File: src/common/decode_defs.svh
// Decode stage width macros
// Fixed by the MIPS-style ISA, shared by RTL and testbench

`ifndef DECODE_DEFS_SVH
`define DECODE_DEFS_SVH

// Data, PC and instruction word
`define DATA_WIDTH 32

// Register index, as in the rs/rt/rd fields
`define REG_ADDR_WIDTH 5

// Architectural register count
`define NUM_REGS 32

`endif

File: src/common/decodePkg.sv
// Decode stage types
// Opcode encoding, control bits, write-back port and decode/execute register

`default_nettype none

`include "decode_defs.svh"

package decodePkg;

    // Primary opcode, instruction bits 31..26
    typedef enum logic [5:0] {
        opSpecial = 6'b000000, // R-type, funct selects the operation
        opRegimm  = 6'b000001, // BLTZ/BGEZ selected by rt
        opJ       = 6'b000010,
        opBeq     = 6'b000100,
        opBne     = 6'b000101,
        opBlez    = 6'b000110,
        opBgtz    = 6'b000111,
        opAddiu   = 6'b001001,
        opSlti    = 6'b001010,
        opOri     = 6'b001101,
        opLui     = 6'b001111,
        opLw      = 6'b100011,
        opSw      = 6'b101011
    } opcode_e;

    // One-hot class bits plus side effects
    typedef struct packed {
        logic regWe;   // Writes rd/rt at write-back
        logic iType;
        logic rType;
        logic jType;   // Jumps and branches
        logic memWe;   // Store
        logic memWb;   // Load result goes back to a register
        logic illegal;
    } ctrl_t;

    // Write port, driven by the write-back stage
    typedef struct packed {
        logic                       writeEnable;
        logic [`REG_ADDR_WIDTH-1:0] rd;
        logic [`DATA_WIDTH-1:0]     data;
    } regWrite_t;

    // Decode/execute register, operands travel separately
    typedef struct packed {
        logic [`DATA_WIDTH-1:0]     pc;
        logic [`DATA_WIDTH-1:0]     ir;
        logic [`REG_ADDR_WIDTH-1:0] rd;
        ctrl_t                      ctrl;
    } idEx_t;

endpackage

`default_nettype wire

File: src/decode/regFile.sv
// Register file for the decode stage
// Two registered read ports, one write port, r0 hard-wired to zero,
// and write-to-read bypass on the same edge

`default_nettype none
`timescale 1ns/10ps

`include "decode_defs.svh"

module regFile import decodePkg::*; (
    input  wire logic                       clock,
    input  wire logic                       arstN,
    input  wire logic [`REG_ADDR_WIDTH-1:0] rsAddr,
    input  wire logic [`REG_ADDR_WIDTH-1:0] rtAddr,
    input  wire regWrite_t                  writeBack,
    output logic      [`DATA_WIDTH-1:0]     rsData,
    output logic      [`DATA_WIDTH-1:0]     rtData
);

    logic [`DATA_WIDTH-1:0] regs [`NUM_REGS];

    // Value a read port captures this edge
    function automatic logic [`DATA_WIDTH-1:0] readPort(
        input logic [`REG_ADDR_WIDTH-1:0] addr
    );
        logic [`DATA_WIDTH-1:0] value;
        if (addr == '0)
            value = '0;                 // r0 always zero
        else if (writeBack.writeEnable && writeBack.rd == addr)
            value = writeBack.data;     // Bypass the write in flight
        else
            value = regs[addr];
        return value;
    endfunction

    always_ff @(posedge clock or negedge arstN)
    begin
        if (!arstN)
        begin
            for (int i = 0; i < `NUM_REGS; i++)
                regs[i] <= '0;
            rsData <= '0;
            rtData <= '0;
        end
        else
        begin
            // Writes to r0 are dropped
            if (writeBack.writeEnable && writeBack.rd != '0)
                regs[writeBack.rd] <= writeBack.data;
            rsData <= readPort(rsAddr);
            rtData <= readPort(rtAddr);
        end
    end

endmodule

`default_nettype wire

File: src/decode/controlDecoder.sv
// Control decoder
// Maps the primary opcode, and rt for REGIMM, onto the control bits.
// Purely combinational

`default_nettype none
`timescale 1ns/10ps

`include "decode_defs.svh"

module controlDecoder import decodePkg::*; (
    input  wire opcode_e                    opcode,
    input  wire logic [`REG_ADDR_WIDTH-1:0] rt,
    input  wire logic                       insnValid,
    input  wire logic [`DATA_WIDTH-1:0]     insn,
    output ctrl_t                           ctrl
);

    logic isNop;

    // Bubble or all-zero word, nothing to do
    assign isNop = !insnValid || (insn == '0);

    always_comb
    begin
        ctrl = '0;
        if (!isNop)
        begin
            case (opcode)
                opSpecial:
                begin
                    ctrl.rType = 1'b1;
                    ctrl.regWe = 1'b1;
                end

                // Immediate ALU ops
                opAddiu, opSlti, opOri, opLui:
                begin
                    ctrl.iType = 1'b1;
                    ctrl.regWe = 1'b1;
                end

                opLw:
                begin
                    ctrl.iType = 1'b1;
                    ctrl.regWe = 1'b1;
                    ctrl.memWb = 1'b1;  // Result from memory
                end

                opSw:
                begin
                    ctrl.iType = 1'b1;
                    ctrl.memWe = 1'b1;
                end

                // Jump and branches write no register
                opJ, opBeq, opBne, opBlez, opBgtz:
                begin
                    ctrl.jType = 1'b1;
                end

                opRegimm:
                begin
                    // Only BLTZ (rt 0) and BGEZ (rt 1)
                    if (rt == 5'd0 || rt == 5'd1)
                        ctrl.jType = 1'b1;
                    else
                        ctrl.illegal = 1'b1;
                end

                default:
                begin
                    ctrl.illegal = 1'b1;    // Unlisted opcode
                end
            endcase
        end
    end

endmodule

`default_nettype wire

File: src/decode/decodeStage.sv
// Instruction decode stage
// Splits the instruction into fields, reads rs/rt from the register file,
// decodes control and loads the decode/execute register every cycle

`default_nettype none
`timescale 1ns/10ps

`include "decode_defs.svh"

module decodeStage import decodePkg::*; (
    input  wire logic                   clock,
    input  wire logic                   arstN,
    input  wire logic [`DATA_WIDTH-1:0] insn,
    input  wire logic [`DATA_WIDTH-1:0] pc,
    input  wire logic                   insnValid,
    input  wire regWrite_t              writeBack,
    output idEx_t                       idEx,
    output logic      [`DATA_WIDTH-1:0] rsData,
    output logic      [`DATA_WIDTH-1:0] rtData
);

    // Instruction fields
    opcode_e                    opcode;
    logic [`REG_ADDR_WIDTH-1:0] rsField;
    logic [`REG_ADDR_WIDTH-1:0] rtField;
    logic [`REG_ADDR_WIDTH-1:0] rdField;

    ctrl_t decodedCtrl;

    assign opcode  = opcode_e'(insn[31:26]);
    assign rsField = insn[25:21];
    assign rtField = insn[20:16];
    assign rdField = insn[15:11];

    // Read data is registered inside, lines up with idEx
    regFile i_regFile (
        .clock     (clock),
        .arstN     (arstN),
        .rsAddr    (rsField),
        .rtAddr    (rtField),
        .writeBack (writeBack),
        .rsData    (rsData),
        .rtData    (rtData)
    );

    controlDecoder i_controlDecoder (
        .opcode    (opcode),
        .rt        (rtField),
        .insnValid (insnValid),
        .insn      (insn),
        .ctrl      (decodedCtrl)
    );

    // Decode/execute register
    // Loaded every cycle, a bubble shows up as zero control
    always_ff @(posedge clock or negedge arstN)
    begin
        if (!arstN)
        begin
            idEx <= '0;
        end
        else
        begin
            idEx.pc   <= pc;
            idEx.ir   <= insn;
            idEx.rd   <= rdField;
            idEx.ctrl <= decodedCtrl;
        end
    end

endmodule

`default_nettype wire

File: config.mk
export PLATFORM = sky130hd
export DESIGN_NAME = decodeStage
export DESIGN_NICKNAME = d
export VERILOG_FILES = /design/src/common/decodePkg.sv /design/src/decode/regFile.sv /design/src/decode/controlDecoder.sv /design/src/decode/decodeStage.sv
export VERILOG_INCLUDE_DIRS = /design/src /design/src/common
export SDC_FILE = /design/constraint.sdc
export NUM_CORES = 2
export LEC_CHECK = 0
export BUFFER_PORTS_ARGS = -buffer_cell sky130_fd_sc_hd__buf_2
export CAP_MARGIN = 20
export CORE_MARGIN = 2
export CORE_UTILIZATION = 50
export DETAILED_ROUTE_END_ITERATION = 6
export PLACE_DENSITY = 0.76
export REMOVE_ABC_BUFFERS = 1
export SYNTH_ARGS = -nofsm -noshare
export SYNTH_HDL_FRONTEND = slang
export SYNTH_SLANG_ARGS = --single-unit
File: constraint.sdc
create_clock -name clock -period 2 [get_ports clock]
set_input_delay 0.4 -clock clock [delete_from_list [all_inputs] [get_ports clock]]
set_output_delay 0.4 -clock clock [all_outputs]
set_load 0.01 [all_outputs]
==> metrics.yaml <==
status: "finished with violations"
violations: "negative setup slack"
wl_per_cell_um: 30.32
initial_utilization: 0.5054
worst-slew-pin-transition_ns: 0.8275
max_slew_margin: 0.4471
synthArstFlopShare: 1.000
synth_xor_area_frac: 0.001489
hold_start: "insn[25]"
p_per_area_mw_per_mm2: 980.6
crit_arrival_ns: 2.66
first_global_vias: 41630
cp_slowest_cell: "nor2_1"
rows: 125
hp-class: "input pin to flop"
fmax_ghz: 0.5000
tritoncts: "done"
netlist_instances: 3906
ant_nets: 0
place_area_mm2: 0.06560
drtIter0Drc: 3900
grt_max_degree: 81
gp_congestion: 0.8969
clk_pin_slew_worst_paths_ns: 0.06
port_buffers: 244
crit_type: "input pin to flop"
cts.sinks: 1159
worst-path-buf-inv: 3
power.total_w: 0.06926
post-route-period-util: 1.000
cp_common_cell: "nor2_1"
insertion_delay_ns: 0.75
finClkSkew_ns: 0.02464
cp_cell_sequence: "dlygate4sd3_1, buf_6, buf_4, nor2_1, a22oi_1, nand3_1, a2111oi_4, nor2_1"
yosys-top-cells-area: "dfrtp_1 (49%), mux2_2 (19%), mux4_2 (17%)"
reg2reg_to: "i_regFile.rsData[23]$_DFF_PN0_"
max-cap-violations: 0
cts_setup_buffers: 0
routed_via_density: 6.655
setup_viol: 1
numCtsBuffers: 130
fin_crit_ns: 2.000
dr.pass1.iters: 6
postLayoutCellArea_mm2: 0.07064
core_area_mm2: 0.1164
grt_usage: 0.3030
slew_violations: 0
synth_commonest_cells: "dfrtp_1 (1,159), mux2_2 (997), mux4_2 (447)"
antenna_found_initial: 10
fp.dieH_um: 347.0
dpl.cell_count: 5706
peakVddDrop_mv: 0.9334
synth_mux_area_frac: 0.3982
drc: 0
yosysMostFrequentCell: "dfrtp_1"
min_path_cells: 2
critPathCaptureType: "flop"
die_w_um: 347.0
synth_seq_cells: 1159
reg2reg_setup_slack_ns: 0.10
synth_adder_area_share: 0
rr_worst_depth: 5
netlist_area_mm2: 0.05881
p_leak_nw: 31.37
gr-total-overflow: 0
setup_tns_ns: -0.00008371
io_pins: 245
synth_edf_count: 0
critical_path.top_delay_family: "simple AND/OR/NAND/NOR gates"
cts_buffer_depth: 3
cts-root-buf: "clkbuf_16"
drt_wl_total_um: 181600
die-area_mm2: 0.1204
drive_above_1_share: 0.5386
netlist-cell-type-count: 54
synth_top_family_by_area: "multiplexers"
nNetsFinal: 4479
yosys.area_share.simple: 0.02555
avgSynthCellArea_um2: 15.06
yosysWarnings: 0
fin_ws_ns: -0.00008371
dr_total_vias: 39860
dpl.hpwl_um: 118800
hold_ws_ns: 0.04364
hold_viol: 0
hold_end: "idEx[37]$_DFF_PN0_"
synth.top_cell.area_share: 0.4931
crit_required_ns: 2.66
syn_to_final_growth_pct: 20.10
grt_pass1_wl_um: 272700
r2r_start: "i_regFile.regs[663]$_DFFE_PN0P_"
synth_flop_cell: "dfrtp_1"
max_stage_delay_ns: 0.63
cp_max_fo: 9
final_cells: 5990
synth-compound-area-share: 0.04623
ys_seq_area_frac: 0.4931
cp-start-kind: "input pin"
synth_top_area_cell: "dfrtp_1"
h-tree-depth: 4
==> where the power goes <==
part	switching, W	internal [W]	total (W)	leakage, nW
Combinational	0.00532	0.00816	0.0135	14.4
Sequential	0.00317	0.0277	0.0309	14.8
Clock	0.0100	0.0149	0.0249	2.14
Total	0.0185	0.0508	0.0693	31.4
==> cell families after synthesis <==
kind of cell / count (synthesis)
compound gates: 362
xor+xnor: 10
buf+inv: 441
flops: 1159
mux: 1656
simple gates: 278
==> state kept, by name (all words and copies together) (netlist names) <==
name	cells
i_regFile.regs	1024
i_regFile.rsData	32
i_regFile.rtData	32
idEx	71
==> cells in the final DEF (no fill, tap or decap), types with 15 or more instances in the layout <==
master / instances
nand3_1: 16
a21oi_1: 54
dfrtp_1: 1159
buf_2: 236
nand2_1: 21
mux4_2: 447
buf_4: 316
a211oi_1: 48
nand2_2: 15
a22oi_1: 44
clkbuf_8: 21
a221o_1: 38
a22o_1: 22
mux2i_1: 212
nor3_1: 52
nor2b_1: 51
o21ai_0: 21
dlygate4sd3_1: 60
nor2_4: 18
nor3b_1: 20
o22ai_1: 44
clkbuf_16: 136
a221oi_1: 65
clkbuf_1: 31
mux2_2: 997
buf_12: 153
nor2_1: 29
==> timing repair <==
item,4_1_cts,5_1_grt
resized for setup,0,2
setup endpoints to repair,0,2
hold buffers,60,0
endpoints found under the hold margin,398,0
==> through the flow <==
step	setup WS, ns	utilization
2_1_floorplan	-1.071	-
3_3_place_gp	-0.4611	0.5638
3_5_place_dp	-0.4487	0.5638
4_1_cts	0.09543	0.6069
5_1_grt	-0.02011	0.6070
6_report	-0.00008371	0.6070
==> routing by layer <==
metal	routed length, um	global-route usage
met5	100	0
met4	8736	0.1264
met2	82970	0.4635
met3	19840	0.08266
met1	69960	0.4107
==> area by class of cell <==
type	instances	area (um^2)
clock buffer	187	3795
antenna	1	2.502
inverter	4	15.01
clock inverter	36	618.1
timing repair buffer	773	7325
sequential	1159	29000
tap	1524	1907
multi-input combinational	2306	27970
fill	8506	45730
==> how the worst max path moves through the flow <==
stage	start	to	slack, ns	cells past startpoint
6_report	insn[23]	i_regFile.rsData[23]$_DFF_PN0_	-0.00008	8
3_5_place_dp	insn[25]	i_regFile.rsData[5]$_DFF_PN0_	-0.45	7
4_1_cts	insn[23]	i_regFile.rsData[5]$_DFF_PN0_	0.1	7
2_1_floorplan	insn[16]	i_regFile.rtData[30]$_DFF_PN0_	-1.07	3
3_3_place_gp	writeBack[36]	i_regFile.rsData[10]$_DFF_PN0_	-0.46	7
5_1_grt	i_regFile.regs[695]$_DFFE_PN0P_	i_regFile.rsData[23]$_DFF_PN0_	-0.02	5
Power figures use the tool's default switching activity.
